`src/logic/aesMathPkg.sv`:
```
`default_nettype none

package aesMathPkg;

    typedef logic [7:0] aesByte;

    // Forward S-box, indexed by the input byte
    localparam aesByte sBox [256] = '{
        8'h63, 8'h7c, 8'h77, 8'h7b, 8'hf2, 8'h6b, 8'h6f, 8'hc5,
        8'h30, 8'h01, 8'h67, 8'h2b, 8'hfe, 8'hd7, 8'hab, 8'h76,
        8'hca, 8'h82, 8'hc9, 8'h7d, 8'hfa, 8'h59, 8'h47, 8'hf0,
        8'had, 8'hd4, 8'ha2, 8'haf, 8'h9c, 8'ha4, 8'h72, 8'hc0,
        8'hb7, 8'hfd, 8'h93, 8'h26, 8'h36, 8'h3f, 8'hf7, 8'hcc,
        8'h34, 8'ha5, 8'he5, 8'hf1, 8'h71, 8'hd8, 8'h31, 8'h15,
        8'h04, 8'hc7, 8'h23, 8'hc3, 8'h18, 8'h96, 8'h05, 8'h9a,
        8'h07, 8'h12, 8'h80, 8'he2, 8'heb, 8'h27, 8'hb2, 8'h75,
        8'h09, 8'h83, 8'h2c, 8'h1a, 8'h1b, 8'h6e, 8'h5a, 8'ha0,
        8'h52, 8'h3b, 8'hd6, 8'hb3, 8'h29, 8'he3, 8'h2f, 8'h84,
        8'h53, 8'hd1, 8'h00, 8'hed, 8'h20, 8'hfc, 8'hb1, 8'h5b,
        8'h6a, 8'hcb, 8'hbe, 8'h39, 8'h4a, 8'h4c, 8'h58, 8'hcf,
        8'hd0, 8'hef, 8'haa, 8'hfb, 8'h43, 8'h4d, 8'h33, 8'h85,
        8'h45, 8'hf9, 8'h02, 8'h7f, 8'h50, 8'h3c, 8'h9f, 8'ha8,
        8'h51, 8'ha3, 8'h40, 8'h8f, 8'h92, 8'h9d, 8'h38, 8'hf5,
        8'hbc, 8'hb6, 8'hda, 8'h21, 8'h10, 8'hff, 8'hf3, 8'hd2,
        8'hcd, 8'h0c, 8'h13, 8'hec, 8'h5f, 8'h97, 8'h44, 8'h17,
        8'hc4, 8'ha7, 8'h7e, 8'h3d, 8'h64, 8'h5d, 8'h19, 8'h73,
        8'h60, 8'h81, 8'h4f, 8'hdc, 8'h22, 8'h2a, 8'h90, 8'h88,
        8'h46, 8'hee, 8'hb8, 8'h14, 8'hde, 8'h5e, 8'h0b, 8'hdb,
        8'he0, 8'h32, 8'h3a, 8'h0a, 8'h49, 8'h06, 8'h24, 8'h5c,
        8'hc2, 8'hd3, 8'hac, 8'h62, 8'h91, 8'h95, 8'he4, 8'h79,
        8'he7, 8'hc8, 8'h37, 8'h6d, 8'h8d, 8'hd5, 8'h4e, 8'ha9,
        8'h6c, 8'h56, 8'hf4, 8'hea, 8'h65, 8'h7a, 8'hae, 8'h08,
        8'hba, 8'h78, 8'h25, 8'h2e, 8'h1c, 8'ha6, 8'hb4, 8'hc6,
        8'he8, 8'hdd, 8'h74, 8'h1f, 8'h4b, 8'hbd, 8'h8b, 8'h8a,
        8'h70, 8'h3e, 8'hb5, 8'h66, 8'h48, 8'h03, 8'hf6, 8'h0e,
        8'h61, 8'h35, 8'h57, 8'hb9, 8'h86, 8'hc1, 8'h1d, 8'h9e,
        8'he1, 8'hf8, 8'h98, 8'h11, 8'h69, 8'hd9, 8'h8e, 8'h94,
        8'h9b, 8'h1e, 8'h87, 8'he9, 8'hce, 8'h55, 8'h28, 8'hdf,
        8'h8c, 8'ha1, 8'h89, 8'h0d, 8'hbf, 8'he6, 8'h42, 8'h68,
        8'h41, 8'h99, 8'h2d, 8'h0f, 8'hb0, 8'h54, 8'hbb, 8'h16
    };

    // Rounds 1 to 10, entry 0 is round 1
    localparam aesByte rconTable [10] = '{
        8'h01, 8'h02, 8'h04, 8'h08, 8'h10,
        8'h20, 8'h40, 8'h80, 8'h1b, 8'h36
    };

    // Multiply by x in GF(2^8), reduced by x^8 + x^4 + x^3 + x + 1
    function automatic aesByte xtime(input aesByte value);
        return {value[6:0], 1'b0} ^ (value[7] ? 8'h1b : 8'h00);
    endfunction

endpackage

`default_nettype wire

```
`src/logic/aesUnitPkg.sv`:
```
`default_nettype none

package aesUnitPkg;

    typedef logic [31:0] aesWord;
    typedef logic [1:0]  rowIndex;  // Row or byte rotation count
    typedef logic [3:0]  roundNum;

    // Codes 6 and 7 are left undefined and give a zero result
    typedef enum logic [2:0] {
        opXor       = 3'd0,
        opSubWord   = 3'd1,
        opShiftRow  = 3'd2,
        opMixColumn = 3'd3,
        opRcon      = 3'd4,
        opPass      = 3'd5
    } aesOp;

    typedef enum logic [1:0] {
        regSrcA   = 2'd0,
        regSrcB   = 2'd1,
        regCtrl   = 2'd2,
        regResult = 2'd3
    } regAddr;

    // Low bit of each field in the control word
    localparam int ctrlOpLsb    = 0;
    localparam int ctrlRowLsb   = 4;
    localparam int ctrlRoundLsb = 8;

endpackage

`default_nettype wire

```
`src/logic/wbCmdPort.sv`:
```
`timescale 1ns/1ps
`default_nettype none

module wbCmdPort (
    input  logic                clk,
    input  logic                arstN,
    input  logic                wbCyc,
    input  logic                wbStb,
    input  logic                wbWe,
    input  aesUnitPkg::regAddr  wbAdr,
    input  aesUnitPkg::aesWord  wbDatIn,
    output aesUnitPkg::aesWord  wbDatOut,
    output logic                wbAck,
    input  aesUnitPkg::aesWord  result,
    output logic                issue,
    output aesUnitPkg::aesWord  opA,
    output aesUnitPkg::aesWord  opB,
    output aesUnitPkg::aesOp    op,
    output aesUnitPkg::rowIndex row,
    output aesUnitPkg::roundNum round
);

    logic                request;     // New transfer, not yet acknowledged
    logic                accept;
    logic                ctrlWrite;
    logic [1:0]          inFlight;    // Bit 0 in lane stage, bit 1 in combiner stage
    aesUnitPkg::aesOp    newOp;
    aesUnitPkg::rowIndex newRow;
    aesUnitPkg::roundNum newRound;
    aesUnitPkg::aesWord  ctrlWord;
    aesUnitPkg::aesWord  readData;

    assign request   = wbCyc && wbStb && !wbAck;
    // Result reads wait until the pipeline has drained
    assign accept    = request && (wbWe || wbAdr != aesUnitPkg::regResult || inFlight == 2'b00);
    assign ctrlWrite = accept && wbWe && wbAdr == aesUnitPkg::regCtrl;
    assign issue     = inFlight[0];  // High in the acknowledge cycle of the control write

    always_comb begin
        newOp    = aesUnitPkg::aesOp'(wbDatIn[aesUnitPkg::ctrlOpLsb +: 3]);
        newRow   = wbDatIn[aesUnitPkg::ctrlRowLsb +: 2];
        newRound = wbDatIn[aesUnitPkg::ctrlRoundLsb +: 4];
    end

    always_comb begin
        ctrlWord = '0;
        ctrlWord[aesUnitPkg::ctrlOpLsb +: 3]    = op;
        ctrlWord[aesUnitPkg::ctrlRowLsb +: 2]   = row;
        ctrlWord[aesUnitPkg::ctrlRoundLsb +: 4] = round;
    end

    always_comb begin
        case (wbAdr)
            aesUnitPkg::regSrcA: readData = opA;
            aesUnitPkg::regSrcB: readData = opB;
            aesUnitPkg::regCtrl: readData = ctrlWord;
            default:             readData = result;
        endcase
    end

    always_ff @(posedge clk or negedge arstN) begin
        if (!arstN) begin
            wbAck    <= 1'b0;
            inFlight <= 2'b00;
            wbDatOut <= '0;
            opA      <= '0;
            opB      <= '0;
            op       <= aesUnitPkg::opXor;
            row      <= '0;
            round    <= '0;
        end else begin
            wbAck    <= accept;
            inFlight <= {inFlight[0], ctrlWrite};
            if (accept && wbWe) begin
                case (wbAdr)
                    aesUnitPkg::regSrcA: opA <= wbDatIn;
                    aesUnitPkg::regSrcB: opB <= wbDatIn;
                    aesUnitPkg::regCtrl: begin
                        op    <= newOp;
                        row   <= newRow;
                        round <= newRound;
                    end
                    default: ;  // Result register is read only
                endcase
            end
            if (accept && !wbWe) begin
                wbDatOut <= readData;
            end
        end
    end

    // Master must hold its request until the acknowledge
    ackNeedsRequest: assert property (@(posedge clk) disable iff (!arstN)
        wbAck |-> (wbCyc && wbStb));

    ackSingleCycle: assert property (@(posedge clk) disable iff (!arstN)
        wbAck |=> !wbAck);

endmodule

`default_nettype wire

```
`src/logic/byteLane.sv`:
```
`timescale 1ns/1ps
`default_nettype none

module byteLane (
    input  logic               clk,
    input  logic               arstN,
    input  logic               issue,
    input  aesMathPkg::aesByte dataByte,
    input  aesMathPkg::aesByte keyByte,
    output aesMathPkg::aesByte plain,
    output aesMathPkg::aesByte keyed,
    output aesMathPkg::aesByte subbed,
    output aesMathPkg::aesByte times2,
    output aesMathPkg::aesByte times3
);

    aesMathPkg::aesByte doubled;

    assign doubled = aesMathPkg::xtime(dataByte);

    // Every candidate is computed, the combiner picks
    always_ff @(posedge clk or negedge arstN) begin
        if (!arstN) begin
            plain  <= '0;
            keyed  <= '0;
            subbed <= '0;
            times2 <= '0;
            times3 <= '0;
        end else if (issue) begin
            plain  <= dataByte;
            keyed  <= dataByte ^ keyByte;
            subbed <= aesMathPkg::sBox[dataByte];
            times2 <= doubled;
            times3 <= doubled ^ dataByte;  // 3x = 2x + x
        end
    end

endmodule

`default_nettype wire

```
`src/logic/wordCombiner.sv`:
```
`timescale 1ns/1ps
`default_nettype none

module wordCombiner (
    input  logic                clk,
    input  logic                arstN,
    input  logic                issue,
    input  aesUnitPkg::aesOp    op,
    input  aesUnitPkg::rowIndex row,
    input  aesUnitPkg::roundNum round,
    input  aesMathPkg::aesByte  plain [4],
    input  aesMathPkg::aesByte  keyed [4],
    input  aesMathPkg::aesByte  subbed [4],
    input  aesMathPkg::aesByte  times2 [4],
    input  aesMathPkg::aesByte  times3 [4],
    output aesUnitPkg::aesWord  result
);

    logic                validQ;       // Lanes hold a fresh operation
    aesUnitPkg::aesOp    opQ;
    aesUnitPkg::rowIndex rowQ;
    aesUnitPkg::roundNum roundQ;
    aesMathPkg::aesByte  rotated [4];
    aesMathPkg::aesByte  mixed [4];
    aesMathPkg::aesByte  rconByte;
    aesUnitPkg::aesWord  plainWord;
    aesUnitPkg::aesWord  nextResult;

    // Control follows the lanes by one stage
    always_ff @(posedge clk or negedge arstN) begin
        if (!arstN) begin
            validQ <= 1'b0;
            opQ    <= aesUnitPkg::opXor;
            rowQ   <= '0;
            roundQ <= '0;
        end else begin
            validQ <= issue;
            if (issue) begin
                opQ    <= op;
                rowQ   <= row;
                roundQ <= round;
            end
        end
    end

    // Lane 0 carries the most significant byte
    always_comb begin
        for (int k = 0; k < 4; k++) begin
            rotated[k] = plain[2'(k) + rowQ];
            mixed[k]   = times2[k] ^ times3[2'(k + 1)] ^ plain[2'(k + 2)] ^ plain[2'(k + 3)];
        end
    end

    always_comb begin
        rconByte = 8'h00;
        if (rowQ == 2'd0 && roundQ >= 4'd1 && roundQ <= 4'd10) begin
            rconByte = aesMathPkg::rconTable[roundQ - 4'd1];
        end
    end

    assign plainWord = {plain[0], plain[1], plain[2], plain[3]};

    always_comb begin
        case (opQ)
            aesUnitPkg::opXor:       nextResult = {keyed[0], keyed[1], keyed[2], keyed[3]};
            aesUnitPkg::opSubWord:   nextResult = {subbed[0], subbed[1], subbed[2], subbed[3]};
            aesUnitPkg::opShiftRow:  nextResult = {rotated[0], rotated[1], rotated[2], rotated[3]};
            aesUnitPkg::opMixColumn: nextResult = {mixed[0], mixed[1], mixed[2], mixed[3]};
            aesUnitPkg::opRcon:      nextResult = {plainWord[31:8], plainWord[7:0] ^ rconByte};
            aesUnitPkg::opPass:      nextResult = plainWord;
            default:                 nextResult = '0;
        endcase
    end

    always_ff @(posedge clk or negedge arstN) begin
        if (!arstN) begin
            result <= '0;
        end else if (validQ) begin
            result <= nextResult;
        end
    end

    // Opcode from the command port must be settled when the lanes deliver
    opcodeKnown: assert property (@(posedge clk) disable iff (!arstN)
        validQ |-> !$isunknown(opQ));

endmodule

`default_nettype wire

```
`src/logic/aesWordUnit.sv`:
```
`timescale 1ns/1ps
`default_nettype none

module aesWordUnit (
    input  logic               clk,
    input  logic               arstN,
    input  logic               wbCyc,
    input  logic               wbStb,
    input  logic               wbWe,
    input  aesUnitPkg::regAddr wbAdr,
    input  aesUnitPkg::aesWord wbDatIn,
    output aesUnitPkg::aesWord wbDatOut,
    output logic               wbAck
);

    logic                issue;
    aesUnitPkg::aesWord  opA;
    aesUnitPkg::aesWord  opB;
    aesUnitPkg::aesWord  result;
    aesUnitPkg::aesOp    op;
    aesUnitPkg::rowIndex row;
    aesUnitPkg::roundNum round;
    aesMathPkg::aesByte  lanePlain [4];
    aesMathPkg::aesByte  laneKeyed [4];
    aesMathPkg::aesByte  laneSubbed [4];
    aesMathPkg::aesByte  laneTimes2 [4];
    aesMathPkg::aesByte  laneTimes3 [4];

    wbCmdPort u_cmdPort (
        .clk      (clk),
        .arstN    (arstN),
        .wbCyc    (wbCyc),
        .wbStb    (wbStb),
        .wbWe     (wbWe),
        .wbAdr    (wbAdr),
        .wbDatIn  (wbDatIn),
        .wbDatOut (wbDatOut),
        .wbAck    (wbAck),
        .result   (result),
        .issue    (issue),
        .opA      (opA),
        .opB      (opB),
        .op       (op),
        .row      (row),
        .round    (round)
    );

    // Lane i works on byte i, counted from the most significant end
    for (genvar i = 0; i < 4; i++) begin : genLane
        byteLane u_lane (
            .clk      (clk),
            .arstN    (arstN),
            .issue    (issue),
            .dataByte (opA[31 - 8 * i -: 8]),
            .keyByte  (opB[31 - 8 * i -: 8]),
            .plain    (lanePlain[i]),
            .keyed    (laneKeyed[i]),
            .subbed   (laneSubbed[i]),
            .times2   (laneTimes2[i]),
            .times3   (laneTimes3[i])
        );
    end

    wordCombiner u_combiner (
        .clk    (clk),
        .arstN  (arstN),
        .issue  (issue),
        .op     (op),
        .row    (row),
        .round  (round),
        .plain  (lanePlain),
        .keyed  (laneKeyed),
        .subbed (laneSubbed),
        .times2 (laneTimes2),
        .times3 (laneTimes3),
        .result (result)
    );

endmodule

`default_nettype wire

```
`config.mk`:
```
export PLATFORM = sky130hd
export DESIGN_NAME = aesWordUnit
export DESIGN_NICKNAME = d
export VERILOG_FILES = /design/src/logic/aesMathPkg.sv /design/src/logic/aesUnitPkg.sv /design/src/logic/wbCmdPort.sv /design/src/logic/byteLane.sv /design/src/logic/wordCombiner.sv /design/src/logic/aesWordUnit.sv
export SDC_FILE = /design/constraint.sdc
export NUM_CORES = 1
export LEC_CHECK = 0
export BUFFER_PORTS_ARGS = -buffer_cell sky130_fd_sc_hd__buf_2
export CORE_UTILIZATION = 41
export CTS_CLUSTER_SIZE = 24
export DETAILED_ROUTE_END_ITERATION = 6
export PLACE_DENSITY = 0.55
export SLEW_MARGIN = 10
export SYNTH_ARGS = -nofsm -noshare
export SYNTH_HDL_FRONTEND = slang
export SYNTH_SLANG_ARGS = --single-unit
```
`constraint.sdc`:
```
create_clock -name clk -period 6.48 [get_ports clk]
set_clock_uncertainty 0.15 [all_clocks]
set_input_delay 0.648 -clock clk [delete_from_list [all_inputs] [get_ports clk]]
set_output_delay 0.648 -clock clk [all_outputs]
set_load 0.01 [all_outputs]
```
Yosys cells after proc, flatten, opt, wreduce, memory -nomap -nowiden
Memory sizes are Yosys's and may differ from the RTL's. A register that Yosys moved wholly into a read port is not among the register bits.
Cells that the tools add are included.
{"block": "word_totals", "regBits": 214, "latchBits": 0, "ramBits": 0, "romBits": 8320, "inputBits": 39, "out_inout_bits": 33, "word_cells": 99, "memories": 5}
{"name": "(name not given)", "depth": 256, "word_bits": 8, "rd": 1, "rd_clocked_by_memory_dff": 1, "wr": 0, "line": "byteLane.sv:32", "source": "subbed <= aesMathPkg::sBox[dataByte];"}
{"name": "(name not given)", "depth": 256, "word_bits": 8, "rd": 1, "rd_clocked_by_memory_dff": 1, "wr": 0, "line": "byteLane.sv:32"}
{"name": "(name not given)", "depth": 256, "word_bits": 8, "rd": 1, "rd_clocked_by_memory_dff": 1, "wr": 0, "line": "byteLane.sv:32"}
{"name": "(name not given)", "depth": 256, "word_bits": 8, "rd": 1, "rd_clocked_by_memory_dff": 1, "wr": 0, "line": "byteLane.sv:32"}
{"name": "(name not given)", "depth": 16, "word_bits": 8, "rd": 1, "rd_clocked_by_memory_dff": 0, "wr": 0, "line": "wordCombiner.sv:57", "source": "rconByte = aesMathPkg::rconTable[roundQ - 4'd1];"}
{"block": "classes", "n_addsub": 4, "multipliers": 0, "n_div": 0, "n_lt_le_gt_ge": 7, "eq_ne": 8, "n_shift": 0, "mux": 17, "bitwise_logic": 14, "reduce_logical": 23}
{"cell": "$pmux W32 S6", "count": 1}
{"cell": "$pmux W32 S3", "count": 1}
{"cell": "$mux W8", "count": 11}
{"cell": "$bmux W8 S2", "count": 4}
{"cell": "$xor A8 B8 Y8", "count": 5}
{"cell": "$not A8 Y9", "count": 4}
{"cell": "$ge A3 B3 Y1 const B", "count": 4}
{"cell": "$not A2 Y3", "count": 4}
{"cell": "$logic_and A1 B1 Y1", "count": 8}
{"cell": "$eq A3 B2 Y1 const B", "count": 2}
{"cell": "$eq A3 B3 Y1 const B", "count": 2}
{"cell": "$logic_not A1 Y1", "count": 6}
{"cell": "$logic_not A2 Y1", "count": 3}
{"cell": "$reduce_and A2 Y1", "count": 3}
{"cell": "$ge A5 B5 Y1 const B", "count": 1}
{"cell": "$not A4 Y5", "count": 1}
{"cell": "$add A2 B2 Y2 const A", "count": 2}
{"cell": "$ge A4 B1 Y1 const B", "count": 1}
{"cell": "$le A4 B4 Y1 const B", "count": 1}
{"cell": "$sub A4 B1 Y4 const B", "count": 1}
{"cell": "$eq A3 B1 Y1 const B", "count": 1}
{"cell": "$logic_not A3 Y1", "count": 1}
{"cell": "$add A1 B2 Y2 const A", "count": 1}
{"cell": "$eq A2 B1 Y1 const B", "count": 1}
{"cell": "3 further kinds", "count": 4}

Logic depth before layout (Yosys ltp)
{"block": "depth", "depth_word": 8, "depth_mapped": 12, "ltp_nobuf": 8}

Hierarchy
A second synthesis with hierarchy kept.
{"block": "unflattened", "cells_unflattened": 3317, "area_unflattened_um2": 27948.1}
{"mod": "byteLane at genLane[2].u_lane ...", "instances": 2, "cells_each": 662, "area_per_inst_um2": 4785.8, "seq_area_each_um2": 850.8}
{"mod": "byteLane at genLane[0].u_lane", "instances": 1, "cells_each": 678, "area_per_inst_um2": 5001.0, "seq_area_each_um2": 850.8}
{"mod": "wbCmdPort", "instances": 1, "cells_each": 300, "area_per_inst_um2": 4892.2, "seq_area_each_um2": 2702.6}
{"mod": "byteLane at genLane[1].u_lane", "instances": 1, "cells_each": 655, "area_per_inst_um2": 4794.6, "seq_area_each_um2": 850.8}
{"mod": "wordCombiner", "instances": 1, "cells_each": 360, "area_per_inst_um2": 3688.5, "seq_area_each_um2": 1051.0}

Worst setup path after synthesis
No wires, ideal clock.
{"block": "synth_timing", "path_kind": "register to register", "start": "register u_combiner.rowQ[0]", "end": "register u_combiner.result[7]", "setup_ps": 133, "t_arrival_ps": 2930, "t_required_ps": 6197, "setup_slack_ps": 3268, "path_stages_with_launch": 11, "path_buffers": 5, "synth_period_minus_slack_ps": 3212, "path_cell_list": "dfrtp_1 -> clkbuf_1 -> buf_2 -> buf_2 -> inv_1 -> ha_1 -> buf_2 -> buf_1 -> mux4_2 -> a221oi_1 -> o22ai_1"}
{"block": "synth_via", "elab_chain_len": 6, "word_cells_on_any_way": 11, "classes_between": "1 x add/sub; 5 x mux; 2 x bitwise; 3 x reduce/logical"}
{"element": "start: declaration", "line": "wordCombiner.sv:21", "source": "aesUnitPkg::rowIndex rowQ;"}
{"element": "start signal: assignment", "line": "wordCombiner.sv:40", "source": "rowQ <= row;"}
{"element": "$add A2 B2 Y2 or $logic_not A2 Y1 (tied branches)", "line": "wordCombiner.sv:49, wordCombiner.sv:56"}
{"element": "$not A2 Y3 (not written as such) or $logic_and A1 B1 Y1 (tied branches)", "line": "wordCombiner.sv:49, wordCombiner.sv:56"}
{"element": "$bmux W8 S2 or $logic_and A1 B1 Y1 (tied branches)", "line": "wordCombiner.sv:49, wordCombiner.sv:56"}
{"element": "$mux W8 (on tied branches)", "line": "wordCombiner.sv:49, wordCombiner.sv:56"}
{"element": "$mux W8 (not written as such) or $xor A8 B8 Y8 (tied branches)", "line": "wordCombiner.sv:49, wordCombiner.sv:69"}
{"element": "$pmux W32 S6 (*)", "line": "wordCombiner.sv:64", "source": "case (opQ)"}
{"element": "end signal: assignment", "line": "wordCombiner.sv:79", "source": "result <= nextResult;"}
{"element": "end: declaration", "line": "wordCombiner.sv:16", "source": "output aesUnitPkg::aesWord result"}
Mark *: on every way between the ends. The rest lies on a longest branch, timed or not. The select of a mux whose other input is x is not followed.
A chain may end at the register's enable or synchronous reset.

Worst setup path in the final report
{"block": "layout_timing", "start": "register u_cmdPort.opA[8]", "end": "register genLane[2].u_lane.subbed[3]"}
{"block": "layout_via", "elab_chain_len": 1}
{"element": "start: declaration", "line": "wbCmdPort.sv:16", "source": "output aesUnitPkg::aesWord opA,"}
{"element": "start signal: assignment", "line": "wbCmdPort.sv:76", "source": "aesUnitPkg::regSrcA: opA <= wbDatIn;"}
{"element": "$not A8 Y9 (not written as such)", "line": "byteLane.sv:32"}
{"element": "end: declaration", "line": "byteLane.sv:12", "source": "output aesMathPkg::aesByte subbed,"}
Every way passes these cells.

==> flow_metrics.py <==
metrics = {
    "synthesis": {
        "yosysSeqAreaShare_pct": 24.4,
        "synth_top_area_share_pct": 24.4,
        "ys_top_cells_by_area": "dfrtp_1 (24%), a21oi_1 (6.0%), mux4_2 (5.9%)",
        "synth_edf_count": 0,
        "synth_async_sr_flop_share_pct": 100,
        "synth_warnings": 0,
        "synthCells": 3236,
        "synth_nets": 3338,
        "ys_dominant_reg_cell": "dfrtp_1",
        "synth-seq-cells": 245,
        "syn_area_mm2": 0.0252,
        "avgSynthCellArea_um2": 7.78,
        "ys_types": 84,
        "synth_largest_area_cell": "dfrtp_1",
    },
    "routing": {
        "detail_route.iter0.violations": 4201,
        "drtAntennaViolNets": 0,
        "routedWlPerCell_um": 29.0,
        "vias": 27300,
        "dr.pass1.iters": 7,
        "drt-total-wl_mm": 111,
        "vias_per_cell": 7.13,
        "drcViolationCount": 12,
    },
    "floorplanning": {
        "die_area_mm2": 0.0624,
        "pin_count": 72,
        "die_x_um": 250,
        "fp.coreArea_mm2": 0.0605,
        "floorplan.initialDensity_pct": 41.6,
        "fp.dieH_um": 250,
        "placementRows": 90,
    },
    "setup_path": {
        "worstPathRequired_ns": 6.73,
        "critPathCaptureType": "register",
        "r2r_slack_ns": 2.49,
        "crit_type": "register to register",
        "worstPathArrival_ns": 4.24,
        "crit_fanout": 18,
        "cp-start-kind": "register",
    },
    "cells_and_area": {
        "fin_area_mm2": 0.0264,
        "utilization_pct": 43.7,
        "final_cell_mix": "nor2_1 (342), a21oi_1 (304), o21ai_0 (251), dfrtp_1 (227), nand2_1 (208)",
        "syn2layout_area_growth_pct": 4.89,
        "layout_commonest_cell": "nor2_1",
        "final_net_count": 3124,
        "fin_cells": 3827,
        "diodes": 0,
        "fillers": 6197,
        "drive_gt1_share_pct": 13.1,
    },
    "place": {
        "placed_area_mm2": 0.0254,
        "port_buffers": 71,
        "dpl.hpwl_mm": 73.4,
        "dp.cells": 3772,
        "gp_congestion": 1.06,
    },
    "clocking": {
        "cts_buffers": 29,
        "clock_latency_ns": 0.58,
        "cts.sinks": 245,
        "ctsResizeCount": 0,
        "root_buffer": "clkbuf_16",
        "clock_path_buffers": 3,
        "clk_pin_slew_ns": 0.07,
        "htreeDepth": 1,
        "cts_tree": "done",
    },
    "sta": {
        "worst_pin_slew_ns": 1.27,
        "drv_slew": 0,
        "min_period_ns": 3.99,
        "rsz0062_at_grt": "false",
        "fmax_ghz": 0.251,
        "finalCritPeriodShare_pct": 61.6,
        "hold_viol": 0,
        "tns_ns": 0,
        "setup_violations": 0,
        "slew-limit-headroom_pct": 14.2,
    },
    "power_and_ir_drop": {
        "p_sw_w": 0.00599,
        "combPwrFrac_pct": 60.8,
        "p_per_area_mw_per_mm2": 436,
        "pwr-share-seq_pct": 24.2,
        "vdd_drop_max_v": 0.000284,
        "p_sw_share_pct": 52.0,
        "power.internal_w": 0.00553,
        "power.total_w": 0.0115,
        "p_clk_share_pct": 15.0,
        "leakage_nw": 9.79,
    },
    "grt": {
        "grt_pass1_vias": 25200,
        "overflow": 0,
        "grt_max_degree": 114,
        "grt_pass1_wl_mm": 166,
        "antenna_found_initial": 1,
        "track_usage_pct": 34.3,
    },
    "status": {
        "status": "finished, violations left",
        "violations": "design-rule violations",
    },
    "job": {
        "max-cap-violations": 0,
    },
    "min_path": {
        "hp-class": "primary input to register",
    },
}
[final timing paths]
check,start,end,cells past startpoint
hold / removal,wbDatIn[18],u_cmdPort.opA[18],3
hold reg to reg,u_cmdPort.wbDatOut[1],u_cmdPort.wbDatOut[1],1
max in group asynchronous,arstN,u_combiner.opQ[2],3
min in group asynchronous,arstN,genLane[2].u_lane.subbed[0],2
setup reg to reg,u_cmdPort.opA[8],genLane[2].u_lane.subbed[3],7
setup / recovery,u_cmdPort.opA[8],genLane[2].u_lane.subbed[3],7
[synth_stat cells (54+ instances only)]
library cell,number
nor2b_1,100
nor2_1,342
nor3_1,107
ha_1,63
a211oi_1,54
o21ai_0,251
clkbuf_1,209
o311ai_0,58
mux2i_1,58
dfrtp_1,245
a31oi_1,61
a21oi_1,304
nand3_1,62
o211ai_1,56
nand2b_1,84
nand2_1,208
buf_2,119
inv_1,54
mux4_2,66
mux2_2,101
[layout make-up]
type	instances	area, um2	area share, %
Tap cell	782	978	3.71
Timing Repair Buffer	129	816	3.09
Clock buffer	42	835	3.16
Clock inverter	12	153	0.578
Inverter	66	248	0.938
Multi-Input combinational cell	2551	17200	65.2
Sequential cell	245	6170	23.4
[kinds of logic after synthesis]
| logic type | share of synthesized area [%] |
|---|---|
| adders and majority gates | 3.17 |
| and+or+nand+nor | 20.4 |
| buffers and inverters | 7.34 |
| AOI/OAI and AO/OA | 30.4 |
| DFF | 24.4 |
| muxes | 12.7 |
| xor gates and xnor gates | 1.64 |
[power by group through the flow]
| stage | clock network, W | registers [W] | logic, W |
|---|---|---|---|
| floorplan | 0 | 0.00236 | 0.00498 |
| global placement | 0 | 0.00278 | 0.00678 |
| detailed placement | 0 | 0.00279 | 0.00668 |
| CTS | 0.00177 | 0.00277 | 0.00672 |
| global route | 0.00183 | 0.00285 | 0.00740 |
| finish | 0.00173 | 0.00279 | 0.00700 |
[metal layers]
layer  part of all wire, %  vias to the layer above  track usage [%]
met3                    12                      385             7.82
li1                      -                    11700                -
met2                    42                     2022             49.8
met1                    42                    13200             48.9
met5                 0.018                        -                0
met4                   4.7                        2             13.7
[registers in the layout, indices dropped and copies added (netlist names)]
name	cells
genLane.u_lane.keyed	32
genLane.u_lane.plain	32
genLane.u_lane.subbed	32
u_cmdPort.inFlight	2
u_cmdPort.op	3
u_cmdPort.opA	32
u_cmdPort.opB	32
u_cmdPort.round	4
u_cmdPort.row	2
u_cmdPort.wbAck	1
u_cmdPort.wbDatOut	32
u_combiner.opQ	3
u_combiner.result	32
u_combiner.roundQ	4
u_combiner.rowQ	2
[critical path, cell delays in order, from the launching register on]
cell	delay, ns
dfrtp_1	0.35
clkinv_1	0.46
ha_1	1.09
nor2b_1	0.58
o31a_1	0.20
a21oi_1	0.07
nor4_1	0.64
o221ai_1	0.25
[per-stage QoR]
stage / hold WS, ns / worst slack (ns)
after floorplan: 0.202 / 3.27
after CTS: 0.112 / 2.68
final: 0.137 / 2.49
after detailed placement: 0.345 / 2.72
after global routing: 0.142 / 2.43
after global placement: 0.342 / 2.64
[timing repair]
action                    4_1_cts  5_1_grt
hold buffers                    1        0
buffers inserted                0        0
hold endpoints to repair       59        0
Power figures use the tool's default switching activity.
